==> src/udp_tx_pkg.sv <==
`default_nettype none

package udp_tx_pkg;

    typedef logic [47:0] mac_t;
    typedef logic [31:0] ip_addr_t;
    typedef logic [15:0] port_t;
    typedef logic [31:0] word_t;
    typedef logic [3:0]  nibble_t;
    typedef logic [15:0] len_t;

    // ethernet framing
    localparam logic [15:0] ETH_TYPE_IPV4  = 16'h0800;
    localparam logic [7:0]  PREAMBLE_BYTE  = 8'h55;
    localparam logic [7:0]  SFD_BYTE       = 8'hD5;
    localparam int          PREAMBLE_BYTES = 8;     // seven 0x55 plus the SFD
    localparam int          MIN_PAYLOAD    = 18;    // 46 byte minimum minus IP and UDP headers

    localparam int          IP_HDR_BYTES   = 20;
    localparam int          UDP_HDR_BYTES  = 8;
    localparam int          HDR_BYTES      = 42;    // mac + ip + udp

    // fixed IPv4 fields
    localparam logic [7:0]  IP_VER_IHL     = 8'h45;
    localparam logic [7:0]  IP_TTL         = 8'h40;
    localparam logic [7:0]  IP_PROTO_UDP   = 8'd17;
    localparam logic [15:0] IP_FLAGS_DF    = 16'h4000;

    // reflected form, shifted right
    localparam logic [31:0] CRC_POLY       = 32'hEDB8_8320;
    localparam logic [31:0] CRC_INIT       = 32'hFFFF_FFFF;

    // first byte on the wire sits at the top
    typedef struct packed {
        mac_t        dst_mac;
        mac_t        src_mac;
        logic [15:0] eth_type;
        logic [7:0]  ver_ihl;
        logic [7:0]  tos;
        len_t        ip_len;
        logic [15:0] ip_id;
        logic [15:0] flags_frag;
        logic [7:0]  ttl;
        logic [7:0]  proto;
        logic [15:0] ip_csum;
        ip_addr_t    src_ip;
        ip_addr_t    dst_ip;
        port_t       src_port;
        port_t       dst_port;
        len_t        udp_len;
        logic [15:0] udp_csum;
    } frame_hdr_t;

endpackage

`default_nettype wire

==> src/crc32_d4.sv <==
`timescale 1ns/10ps
`default_nettype none

module crc32_d4
(
    input  wire                       clk,
    input  wire                       rst_n,
    input  wire                       clear,
    input  wire                       enable,
    input  wire udp_tx_pkg::nibble_t  din,
    output udp_tx_pkg::word_t         crc
);
    import udp_tx_pkg::*;

    word_t crc_next;

    // shift four bits in, din[0] first
    always_comb
    begin
        crc_next = crc;
        for (int i = 0; i < 4; i++)
        begin
            if (crc_next[0] ^ din[i])
                crc_next = (crc_next >> 1) ^ CRC_POLY;
            else
                crc_next = crc_next >> 1;
        end
    end

    always_ff @(posedge clk or negedge rst_n)
    begin
        if (!rst_n)
            crc <= CRC_INIT;
        else if (clear)
            crc <= CRC_INIT;
        else if (enable)
            crc <= crc_next;
    end

endmodule

`default_nettype wire

==> src/mii_frame_tx.sv <==
`timescale 1ns/10ps
`default_nettype none

module mii_frame_tx
(
    input  wire                          clk,
    input  wire                          rst_n,
    input  wire udp_tx_pkg::frame_hdr_t  hdr,
    input  wire udp_tx_pkg::len_t        payload_len,
    input  wire                          hdr_valid,
    input  wire udp_tx_pkg::word_t       rd_data,
    output logic                         rd_en,
    output logic                         tx_busy,
    output logic                         eth_tx_en,
    output udp_tx_pkg::nibble_t          eth_tx_data,
    output logic                         send_end
);
    import udp_tx_pkg::*;

    localparam int FCS_BYTES = 4;

    typedef enum logic [2:0] {
        PH_IDLE,
        PH_PREAMBLE,
        PH_HEADER,
        PH_PAYLOAD,
        PH_PAD,
        PH_FCS,
        PH_DONE
    } phase_t;

    phase_t     phase;
    phase_t     cur;        // phase of the nibble loaded at the coming edge
    logic       nib_hi;     // 0 = low nibble of the byte
    len_t       byte_cnt;
    len_t       last_byte;
    logic       byte_done;
    logic [7:0] cur_byte;
    nibble_t    cur_nib;
    logic       crc_en;
    word_t      crc;

    // start on the first preamble nibble straight from idle
    assign cur = (phase == PH_IDLE && hdr_valid) ? PH_PREAMBLE : phase;

    always_comb
    begin
        case (cur)
            PH_PREAMBLE: last_byte = len_t'(PREAMBLE_BYTES - 1);
            PH_HEADER:   last_byte = len_t'(HDR_BYTES - 1);
            PH_PAYLOAD:  last_byte = payload_len - 16'd1;
            PH_PAD:      last_byte = len_t'(MIN_PAYLOAD - 1);  // pad counts on from payload
            default:     last_byte = len_t'(FCS_BYTES - 1);
        endcase
    end

    assign byte_done = nib_hi && (byte_cnt == last_byte);

    always_comb
    begin
        case (cur)
            PH_PREAMBLE:
                cur_byte = (byte_cnt == len_t'(PREAMBLE_BYTES - 1)) ? SFD_BYTE : PREAMBLE_BYTE;
            PH_HEADER:
                cur_byte = hdr[(HDR_BYTES - 1 - int'(byte_cnt)) * 8 +: 8];
            PH_PAYLOAD:
                cur_byte = rd_data[(3 - int'(byte_cnt[1:0])) * 8 +: 8];  // msb byte first
            PH_FCS:
                cur_byte = ~crc[int'(byte_cnt[1:0]) * 8 +: 8];
            default:
                cur_byte = 8'h00;   // pad
        endcase
    end

    assign cur_nib = nib_hi ? cur_byte[7:4] : cur_byte[3:0];

    // pop after the last nibble of a word or of the payload
    assign rd_en   = (cur == PH_PAYLOAD) && nib_hi && (byte_cnt[1:0] == 2'd3 || byte_done);
    assign crc_en  = (cur == PH_HEADER) || (cur == PH_PAYLOAD) || (cur == PH_PAD);
    assign tx_busy = (phase != PH_IDLE) || send_end;

    crc32_d4 u_crc
    (
        .clk    (clk),
        .rst_n  (rst_n),
        .clear  (hdr_valid),
        .enable (crc_en),
        .din    (cur_nib),
        .crc    (crc)
    );

    always_ff @(posedge clk or negedge rst_n)
    begin
        if (!rst_n)
        begin
            phase       <= PH_IDLE;
            nib_hi      <= 1'b0;
            byte_cnt    <= '0;
            eth_tx_en   <= 1'b0;
            eth_tx_data <= '0;
            send_end    <= 1'b0;
        end
        else
        begin
            send_end    <= (cur == PH_DONE);
            eth_tx_en   <= 1'b0;
            eth_tx_data <= '0;
            case (cur)
                PH_IDLE: ;
                PH_DONE: phase <= PH_IDLE;
                default:
                begin
                    eth_tx_en   <= 1'b1;
                    eth_tx_data <= cur_nib;
                    nib_hi      <= ~nib_hi;
                    phase       <= cur;
                    if (byte_done)
                    begin
                        byte_cnt <= '0;
                        case (cur)
                            PH_PREAMBLE: phase <= PH_HEADER;
                            PH_HEADER:
                                phase <= (payload_len == '0) ? PH_PAD : PH_PAYLOAD;
                            PH_PAYLOAD:
                            begin
                                if (payload_len < len_t'(MIN_PAYLOAD))
                                begin
                                    phase    <= PH_PAD;
                                    byte_cnt <= payload_len;
                                end
                                else
                                    phase <= PH_FCS;
                            end
                            PH_PAD:  phase <= PH_FCS;
                            default: phase <= PH_DONE;
                        endcase
                    end
                    else if (nib_hi)
                        byte_cnt <= byte_cnt + 16'd1;
                end
            endcase
        end
    end

endmodule

`default_nettype wire

==> src/payload_fifo.sv <==
`timescale 1ns/10ps
`default_nettype none

module payload_fifo
#(
    parameter int DEPTH = 32
)
(
    input  wire                     clk,
    input  wire                     rst_n,
    input  wire                     wr_en,
    input  wire udp_tx_pkg::word_t  wr_data,
    input  wire                     rd_en,
    output udp_tx_pkg::word_t       rd_data,
    output logic                    full
);
    import udp_tx_pkg::*;

    localparam int AW = (DEPTH > 1) ? $clog2(DEPTH) : 1;

    word_t         mem [DEPTH];
    logic [AW-1:0] wr_ptr;
    logic [AW-1:0] rd_ptr;
    logic [AW:0]   count;
    logic          do_wr;

    assign do_wr   = wr_en && !full;    // writes while full are lost
    assign full    = (count == (AW+1)'(DEPTH));
    assign rd_data = mem[rd_ptr];        // head word, no read latency

    always_ff @(posedge clk)
    begin
        if (do_wr)
            mem[wr_ptr] <= wr_data;
    end

    always_ff @(posedge clk or negedge rst_n)
    begin
        if (!rst_n)
        begin
            wr_ptr <= '0;
            rd_ptr <= '0;
            count  <= '0;
        end
        else
        begin
            if (do_wr)
                wr_ptr <= (wr_ptr == AW'(DEPTH - 1)) ? '0 : wr_ptr + 1'b1;
            if (rd_en)
                rd_ptr <= (rd_ptr == AW'(DEPTH - 1)) ? '0 : rd_ptr + 1'b1;
            case ({do_wr, rd_en})
                2'b10:   count <= count + 1'b1;
                2'b01:   count <= count - 1'b1;
                default: count <= count;
            endcase
        end
    end

endmodule

`default_nettype wire

==> src/udp_header_gen.sv <==
`timescale 1ns/10ps
`default_nettype none

module udp_header_gen
#(
    parameter udp_tx_pkg::mac_t     BOARD_MAC  = 48'h00_0a_35_01_fe_c0,
    parameter udp_tx_pkg::ip_addr_t BOARD_IP   = 32'hc0_a8_00_0a,
    parameter udp_tx_pkg::port_t    BOARD_PORT = 16'd1234,
    parameter udp_tx_pkg::mac_t     PC_MAC     = 48'hff_ff_ff_ff_ff_ff,
    parameter udp_tx_pkg::ip_addr_t PC_IP      = 32'hc0_a8_00_64,
    parameter udp_tx_pkg::port_t    PC_PORT    = 16'd1234
)
(
    input  wire                         clk,
    input  wire                         rst_n,
    input  wire                         send_en,
    input  wire udp_tx_pkg::len_t       send_data_num,
    input  wire                         tx_busy,
    output udp_tx_pkg::frame_hdr_t      hdr,
    output udp_tx_pkg::len_t            payload_len,
    output logic                        hdr_valid
);
    import udp_tx_pkg::*;

    logic        send_en_q;
    logic        start;
    logic        hdr_load;      // one cycle after the accepted edge
    logic        csum_run;
    logic [1:0]  csum_step;
    logic [31:0] ip_sum;
    logic [31:0] csum_acc;

    // edges are ignored while a header is in flight or the MII side is busy
    assign start = send_en && !send_en_q && !tx_busy && !hdr_load && !csum_run && !hdr_valid;

    always_ff @(posedge clk or negedge rst_n)
    begin
        if (!rst_n)
            send_en_q <= 1'b0;
        else
            send_en_q <= send_en;
    end

    always_ff @(posedge clk or negedge rst_n)
    begin
        if (!rst_n)
        begin
            hdr_load    <= 1'b0;
            csum_run    <= 1'b0;
            csum_step   <= 2'd0;
            hdr_valid   <= 1'b0;
            payload_len <= '0;
        end
        else
        begin
            hdr_valid <= 1'b0;
            hdr_load  <= start;
            if (start)
                payload_len <= send_data_num;
            if (hdr_load)
            begin
                csum_run  <= 1'b1;
                csum_step <= 2'd0;
            end
            else if (csum_run)
            begin
                csum_step <= csum_step + 2'd1;
                if (csum_step == 2'd3)
                begin
                    csum_run  <= 1'b0;
                    hdr_valid <= 1'b1;  // goes out with the checksum write
                end
            end
        end
    end

    // ten header words, checksum field still zero here
    assign ip_sum = {hdr.ver_ihl, hdr.tos} + hdr.ip_len + hdr.ip_id + hdr.flags_frag
                  + {hdr.ttl, hdr.proto} + hdr.ip_csum
                  + hdr.src_ip[31:16] + hdr.src_ip[15:0]
                  + hdr.dst_ip[31:16] + hdr.dst_ip[15:0];

    always_ff @(posedge clk)
    begin
        if (csum_run)
        begin
            if (csum_step == 2'd0)
                csum_acc <= ip_sum;
            else
                csum_acc <= csum_acc[31:16] + csum_acc[15:0];   // end-around carry
        end
    end

    always_ff @(posedge clk or negedge rst_n)
    begin
        if (!rst_n)
            hdr <= '0;
        else if (hdr_load)
        begin
            hdr.dst_mac    <= PC_MAC;
            hdr.src_mac    <= BOARD_MAC;
            hdr.eth_type   <= ETH_TYPE_IPV4;
            hdr.ver_ihl    <= IP_VER_IHL;
            hdr.tos        <= 8'h00;
            hdr.ip_len     <= payload_len + len_t'(IP_HDR_BYTES + UDP_HDR_BYTES);
            hdr.ip_id      <= hdr.ip_id + 16'd1;   // first frame carries 1
            hdr.flags_frag <= IP_FLAGS_DF;
            hdr.ttl        <= IP_TTL;
            hdr.proto      <= IP_PROTO_UDP;
            hdr.ip_csum    <= 16'h0000;
            hdr.src_ip     <= BOARD_IP;
            hdr.dst_ip     <= PC_IP;
            hdr.src_port   <= BOARD_PORT;
            hdr.dst_port   <= PC_PORT;
            hdr.udp_len    <= payload_len + len_t'(UDP_HDR_BYTES);
            hdr.udp_csum   <= 16'h0000;    // udp checksum unused
        end
        else if (csum_run && csum_step == 2'd3)
            hdr.ip_csum <= ~csum_acc[15:0];
    end

endmodule

`default_nettype wire

==> src/udp_tx_top.sv <==
`timescale 1ns/10ps
`default_nettype none

module udp_tx_top
#(
    parameter udp_tx_pkg::mac_t     BOARD_MAC  = 48'h00_0a_35_01_fe_c0,
    parameter udp_tx_pkg::ip_addr_t BOARD_IP   = 32'hc0_a8_00_0a,
    parameter udp_tx_pkg::port_t    BOARD_PORT = 16'd1234,
    parameter udp_tx_pkg::mac_t     PC_MAC     = 48'hff_ff_ff_ff_ff_ff,
    parameter udp_tx_pkg::ip_addr_t PC_IP      = 32'hc0_a8_00_64,
    parameter udp_tx_pkg::port_t    PC_PORT    = 16'd1234,
    parameter int                   FIFO_DEPTH = 32
)
(
    input  wire                     clk,
    input  wire                     rst_n,
    input  wire                     send_en,
    input  wire udp_tx_pkg::len_t   send_data_num,
    input  wire                     wr_en,
    input  wire udp_tx_pkg::word_t  wr_data,
    output logic                    fifo_full,
    output logic                    send_end,
    output logic                    eth_tx_en,
    output udp_tx_pkg::nibble_t     eth_tx_data
);
    import udp_tx_pkg::*;

    frame_hdr_t hdr;
    len_t       payload_len;
    logic       hdr_valid;
    logic       tx_busy;
    word_t      rd_data;
    logic       rd_en;

    udp_header_gen
    #(
        .BOARD_MAC  (BOARD_MAC),
        .BOARD_IP   (BOARD_IP),
        .BOARD_PORT (BOARD_PORT),
        .PC_MAC     (PC_MAC),
        .PC_IP      (PC_IP),
        .PC_PORT    (PC_PORT)
    )
    u_hdr_gen
    (
        .clk           (clk),
        .rst_n         (rst_n),
        .send_en       (send_en),
        .send_data_num (send_data_num),
        .tx_busy       (tx_busy),
        .hdr           (hdr),
        .payload_len   (payload_len),
        .hdr_valid     (hdr_valid)
    );

    payload_fifo #(.DEPTH(FIFO_DEPTH)) u_fifo
    (
        .clk     (clk),
        .rst_n   (rst_n),
        .wr_en   (wr_en),
        .wr_data (wr_data),
        .rd_en   (rd_en),
        .rd_data (rd_data),
        .full    (fifo_full)
    );

    mii_frame_tx u_mii_tx
    (
        .clk         (clk),
        .rst_n       (rst_n),
        .hdr         (hdr),
        .payload_len (payload_len),
        .hdr_valid   (hdr_valid),
        .rd_data     (rd_data),
        .rd_en       (rd_en),
        .tx_busy     (tx_busy),
        .eth_tx_en   (eth_tx_en),
        .eth_tx_data (eth_tx_data),
        .send_end    (send_end)
    );

endmodule

`default_nettype wire
==> config.mk <==
export PLATFORM = sky130hd
export DESIGN_NAME = udp_tx_top
export DESIGN_NICKNAME = d
export VERILOG_FILES = /design/src/udp_tx_pkg.sv /design/src/crc32_d4.sv /design/src/mii_frame_tx.sv /design/src/payload_fifo.sv /design/src/udp_header_gen.sv /design/src/udp_tx_top.sv
export SDC_FILE = /design/constraint.sdc
export NUM_CORES = 2
export LEC_CHECK = 0
export BUFFER_PORTS_ARGS = -buffer_cell sky130_fd_sc_hd__buf_4
export CAP_MARGIN = 20
export CORE_AREA = 2 2 338 340
export DETAILED_ROUTE_END_ITERATION = 10
export DIE_AREA = 0 0 340 342
export PLACE_DENSITY = 0.71
export REMOVE_ABC_BUFFERS = 1
export SLEW_MARGIN = 10
export SYNTH_ARGS = -nofsm -noshare
export SYNTH_HDL_FRONTEND = slang
export SYNTH_HIERARCHICAL = 1
export SYNTH_SLANG_ARGS = --single-unit
==> constraint.sdc <==
create_clock -name clk -period 6.2 [get_ports clk]
set_input_delay 0.31 -clock clk [delete_from_list [all_inputs] [get_ports clk]]
set_output_delay 0.31 -clock clk [all_outputs]
set_load 0.02 [all_outputs]
Word-level counts from Yosys, hierarchy flattened
Memories as Yosys holds them, arrays and structs flattened.
Cells that the tools add are included.

storage, ports and cells
  word-level logic and storage cells = 154
  output and inout bits = 7
  memory bits (writable) = 1,024
  flip-flop bits (word level) = 200
  memories kept = 1

memory list
  memory      depth  width  read ports  clocked after Yosys merged registers in  wr ports  line                source
  u_fifo.mem  32     32     1           0                                        1         payload_fifo.sv:21  word_t mem [DEPTH];

cells by class
  shifts and indexed selects = 3
  reductions and logical operators = 33
  add/subtract/negate cells = 22
  bitwise logic cells = 12
  magnitude comparators = 1
  multiplexer cells = 38
  equality and inequality tests = 15

operator list
  cell                   count
  $shiftx 336x20->8      1
  $mux 32                7
  $add 32x16->32         4
  $mux 16                6
  $add 32x15->32         2
  $pmux 16 s4            1
  $not 13->14            4
  $add 16x1->16 const B  2
  $add 32x4->32          1
  $add 32x7->32          1
  $pmux 8 s4             1
  $shiftx 32x32->8       1
  $shiftx 32x6->8        1
  $add 15x16->17         1
  $add 16x16->17         1
  $sub 6x16->17 const A  1
  $add 16x4->16 const B  1
  $add 16x5->16 const B  1
  $eq 16x16->1           1
  $eq 16x3->1 const B    1
  $logic_not 16->1       1
  $lt 16x5->1 const B    1
  $not 16->16            1
  $sub 16x1->16 const B  1
  33 further kinds       81

Longest topological paths before layout
  word-level depth = 16
  mapped depth = 20
  depth with buffers taken out = 17

By module
The synthesis kept the hierarchy.

modules (own cells, without submodules)
  module          instances  cells an instance  sequential area each (um^2)  area each (um^2)
  payload_fifo    1          2,036              31,149.9                     40,284.9
  udp_header_gen  1          942                2,697.6                      8,401.8
  mii_frame_tx    1          554                650.6                        5,571.6
  crc32_d4        1          155                840.8                        1,750.4

Least setup slack after synthesis
OpenSTA, ideal clock, no wires.

  kind = register -> register
  start point = register u_hdr_gen/hdr[33] (netlist name)
  end point = register u_hdr_gen.csum_acc[17], data pin
  arrival = 5.464 ns
  required time = 5.945 ns
  period minus slack after synthesis = 5.718 ns
  stages on the path, launching flop included = 13
  slack = 0.482 ns
  cell sequence = dfrtp_1 -> inv_1 -> fa_1 -> inv_1 -> fa_1 -> ha_1 -> fa_1 -> a211oi_1 -> nor2_1 -> o21ai_1 -> o21ai_1 -> xnor2_1 -> and2_1

RTL lines
  item                  line                  source
  end signal, assigned  udp_header_gen.sv:88  csum_acc <= ip_sum;
  end signal, assigned  udp_header_gen.sv:90  csum_acc <= csum_acc[31:16] + csum_acc[15:0];
  end, declared         udp_header_gen.sv:31  logic [31:0] csum_acc;

Final worst setup path
  start point = register u_fifo.rd_ptr[0]
  end point = register u_mii_tx.u_crc.crc[20]

between the ends
  elaborated cells between the ends (all ways) = 15

RTL lines
  item                           line                source
  start, declared                payload_fifo.sv:23  logic [AW-1:0] rd_ptr;
  start signal, assigned         payload_fifo.sv:50  rd_ptr <= (rd_ptr == AW'(DEPTH - 1)) ? '0 : rd_ptr + 1'b1;
  $mem_v2 32x32 *                --
  named net rd_data[2]           udp_tx_top.sv:32    word_t rd_data;
  $shiftx 32x32->8 *             mii_frame_tx.sv:67  cur_byte = rd_data[(3 - int'(byte_cnt[1:0])) * 8 +: 8];
  $pmux 8 s4 *                   mii_frame_tx.sv:61  case (cur)
  $mux 4 *                       mii_frame_tx.sv:75  assign cur_nib = nib_hi ? cur_byte[7:4] : cur_byte[3:0];
  named net u_mii_tx.cur_nib[2]  mii_frame_tx.sv:39  nibble_t cur_nib;
  $xor 1x1->1 *                  crc32_d4.sv:23      if (crc_next[0] ^ din[i])
  $mux 32 *                      crc32_d4.sv:23
  $not 13->14 (no source line)   --
  $mux 32 *                      crc32_d4.sv:23
  $mux 32 *                      crc32_d4.sv:36      else if (enable)
  $mux 32 *                      crc32_d4.sv:34      else if (clear)
  end signal, assigned           crc32_d4.sv:37      crc <= crc_next;
  end, declared                  crc32_d4.sv:11      output udp_tx_pkg::word_t crc

The timed path passes the listed nets; every way through them passes the cells marked *. The select of a mux whose other input is x is not followed.
A chain may end at the register's enable or synchronous reset.

==> flow_summary.json <==
{
  "grt_max_degree": 97,
  "dieArea_um2": 116000,
  "highest_layer": "met5",
  "power.density_nw_per_um2": 421,
  "leakagePower_nw": 20.7,
  "antenna_left": 0,
  "die_y_um": 342,
  "drv_cap": 0,
  "root_buffer": "clkbuf_16",
  "clock_sinks": 1202,
  "dp.cells": 5050,
  "cts_tree": "done",
  "grt_pass1_vias": 31220,
  "synth_largest_area_cell": "edfxtp_1",
  "hold_violations": 0,
  "grt_util_all_layers_pct": 23.5,
  "crit_path_start_kind": "flop",
  "ctsHoldBuffers": 49,
  "via_per_inst": 6.01,
  "run_status": "finished clean",
  "cts_buffers": 120,
  "path_max_fanout": 19,
  "yosys_most_used_dff": "edfxtp_1",
  "drive_above_1_share_pct": 23.1,
  "yosysTopAreaCellShare_pct": 55.9,
  "fin_crit_ps": 5500,
  "hold_path.class": "primary input to flop",
  "ys_types": 90,
  "synth_warnings": 6,
  "via_count": 32030,
  "grt_pass1_wl_um": 204000,
  "synthTopCellsByArea": "edfxtp_1, mux4_2, dfrtp_1",
  "multi_input_area_um2": 18300,
  "overflow": 0,
  "crit-reg2reg-capture": "u_mii_tx/u_crc/crc[20]$_DFFE_PN1P_",
  "min_to": "u_fifo/mem[27][9]$_DFFE_PP_",
  "final_nets": 3842,
  "whs_path_depth": 1,
  "wl_um": 137000,
  "portBuffers": 58,
  "cp_data_required_time_ps": 6820,
  "io_pins": 59,
  "synth_edf_count": 1043,
  "ys_ff_latch": 1202,
  "whs_ps": 24.2,
  "dp_hpwl_um": 81900,
  "worst_slack_ps": 705,
  "die_w_um": 340,
  "critPathKind": "flop to flop",
  "area_growth_pct": 10.2,
  "initial_core_util_pct": 49.5,
  "rrSetupSlack_ps": 700,
  "synthArstFlopShare_pct": 13.2,
  "finClkSkew_ps": 30.3,
  "stdcell_count": 5329,
  "met1_length_um": 56700,
  "cp-end-kind": "flop",
  "ff_latch_area_um2": 35400,
  "slew_violations": 0,
  "post-cts-setup-buffers": 0,
  "clock_latency_ps": 720,
  "ctsLongestPathBuffers": 3,
  "drcViolationCount": 0,
  "antenna_found_initial": 4,
  "met3WireLength_um": 11800,
  "rsz0062_at_grt": "no",
  "fmax_mhz": 182,
  "syn_inst": 3687,
  "nFillCells": 8803,
  "r2r-start": "u_fifo/rd_ptr[0]$_DFFE_PN0P_",
  "cp.arrival_ps": 6120,
  "core_area_um2": 113000,
  "post-place-ws_ps": 732,
  "tightest_slew_ps": 1190,
  "finalCritPeriodShare_pct": 88.6,
  "dr_wl_met2_um": 65300,
  "rows": 124,
  "reg2reg_depth": 13,
  "dr.pass1.iters": 5,
  "drt-wirelength-per-cell_um": 25.8,
  "gp_congestion": 0.871,
  "ys_seq_area_share_pct": 63.1,
  "synth_area_per_cell_um2": 15.2,
  "syn_area_um2": 56000,
  "max-vdd-ir-drop_v": 0.000300,
  "min_from": "wr_data[9]",
  "clkTransAtPathRegs_ps": 70,
  "setup_violations": 0,
  "drt_iter0_drc": 3570,
  "cts_htree_levels": 3,
  "slew_headroom_pct": 20.2,
  "cts-resized-gates": 0
}
## final cells by class
cell class                 instances  share of cell area, %
clock inverter                    75                   1.08
sequential                      1202                   57.3
inverter                          96                  0.584
antenna                            1                0.00405
tap                             1512                   3.07
clock buffer                     147                   5.03
timing repair buffer             215                   3.32
multi-input combinational       2081                   29.6
## cell families (layout without fill, tap and decap cells)
group,Yosys count,in the layout,synth area share (%)
AND/OR/NAND/NOR,687,687,6.27
buffers and inverters,578,533,5.96
AO/OA/AOI/OAI,561,561,6.44
other,1,176,0.00670
flip-flops,1202,1202,63.1
adder cells (fa/ha/maj),74,74,2.00
multiplexers,456,456,14.0
XOR/XNOR,128,128,2.26
## metal layers
| metal | track usage (%) | vias to the layer above |
|---|---|---|
| met3 | 3.93 | 237 |
| li1 | - | 13811 |
| met4 | 6.66 | 4 |
| met5 | 0 | - |
| met2 | 37.3 | 1484 |
| met1 | 33.6 | 16494 |
## Yosys cell counts, types with 69 or more instances
library cell / count
nor2_1: 136
nor2b_1: 77
nand2_1: 172
mux4_2: 240
clkbuf_1: 145
buf_4: 277
o22ai_1: 69
inv_1: 96
a21oi_1: 103
edfxtp_1: 1043
nor3_1: 100
dfrtp_1: 127
mux2_2: 186
o21ai_0: 152
a211oi_1: 72
## worst max-delay path by stage
| stage | from | to | slack [ps] |
|---|---|---|---|
| after floorplan | u_fifo/rd_ptr[1]$_DFFE_PN0P_ | u_mii_tx/u_crc/crc[21]$_DFFE_PN1P_ | -6390 |
| after global placement | u_fifo/rd_ptr[0]$_DFFE_PN0P_ | u_mii_tx/u_crc/crc[20]$_DFFE_PN1P_ | 770 |
| after detailed placement | u_fifo/rd_ptr[0]$_DFFE_PN0P_ | u_mii_tx/u_crc/crc[26]$_DFFE_PN1P_ | 730 |
| after CTS | u_fifo/rd_ptr[0]$_DFFE_PN0P_ | u_mii_tx/u_crc/crc[23]$_DFFE_PN1P_ | 700 |
| after global routing | u_fifo/rd_ptr[0]$_DFFE_PN0P_ | u_mii_tx/u_crc/crc[26]$_DFFE_PN1P_ | 410 |
| final | u_fifo/rd_ptr[0]$_DFFE_PN0P_ | u_mii_tx/u_crc/crc[20]$_DFFE_PN1P_ | 700 |
## worst max-delay path, stage by stage (launching register included)
cell and delay, ps:
dfrtp_4 700, buf_4 320, buf_4 370, mux4_2 570
a22o_1 260, or4_1 530, mux4_2 620, a211o_1 330
a21oi_1 170, o21ai_0 240, xnor2_4 430, xnor3_2 550
xnor2_1 150, o21ai_0 150
## cell usage in the layout (no fill, tap or decap), types with 69 or more instances in the layout
| cell type | Yosys | layout |
|---|---|---|
| nor2_1 | 136 | 102 |
| nand2_1 | 172 | 172 |
| conb_1 | 1 | 175 |
| inv_1 | 96 | 96 |
| buf_4 | 277 | 144 |
| o21ai_0 | 152 | 152 |
| a211oi_1 | 72 | 72 |
| edfxtp_1 | 1043 | 1043 |
| a21oi_1 | 103 | 103 |
| mux2_2 | 186 | 186 |
| nor2b_1 | 77 | 76 |
| clkbuf_16 | 0 | 120 |
| dfrtp_1 | 127 | 121 |
| nor3_1 | 100 | 99 |
| o22ai_1 | 69 | 69 |
| mux4_2 | 240 | 240 |
## state kept, by name, indices dropped and copies added (netlist names), 2 cells and up
register	cells
u_fifo/count	6
u_fifo/mem	1024
u_fifo/rd_ptr	5
u_fifo/wr_ptr	5
u_hdr_gen/csum_acc	19
u_hdr_gen/csum_step	2
u_hdr_gen/hdr	63
u_hdr_gen/payload_len	16
u_mii_tx/byte_cnt	16
u_mii_tx/eth_tx_data	4
u_mii_tx/phase	3
u_mii_tx/u_crc/crc	32
## per-stage QoR
| step | total power [mW] | util [%] | TNS [ps] | area [um2] |
|---|---|---|---|---|
| final | 26.0 | 54.6 | 0 | 61700 |
| after global routing | 27.2 | 54.6 | 0 | 61700 |
| after CTS | 26.0 | 54.4 | 0 | 61600 |
| after detailed placement | 19.0 | 50.7 | 0 | 57300 |
| after global placement | 18.9 | 50.5 | 0 | 57100 |
| after floorplan | 16.7 | - | -219600 | 53700 |
## where the power goes
| group | internal (mW) | switching, mW |
|---|---|---|
| Combinational | 3.76 | 4.59 |
| Sequential | 9.72 | 0.937 |
| Clock | 3.89 | 3.09 |
Note: power is estimated with default switching activity, not from simulation.
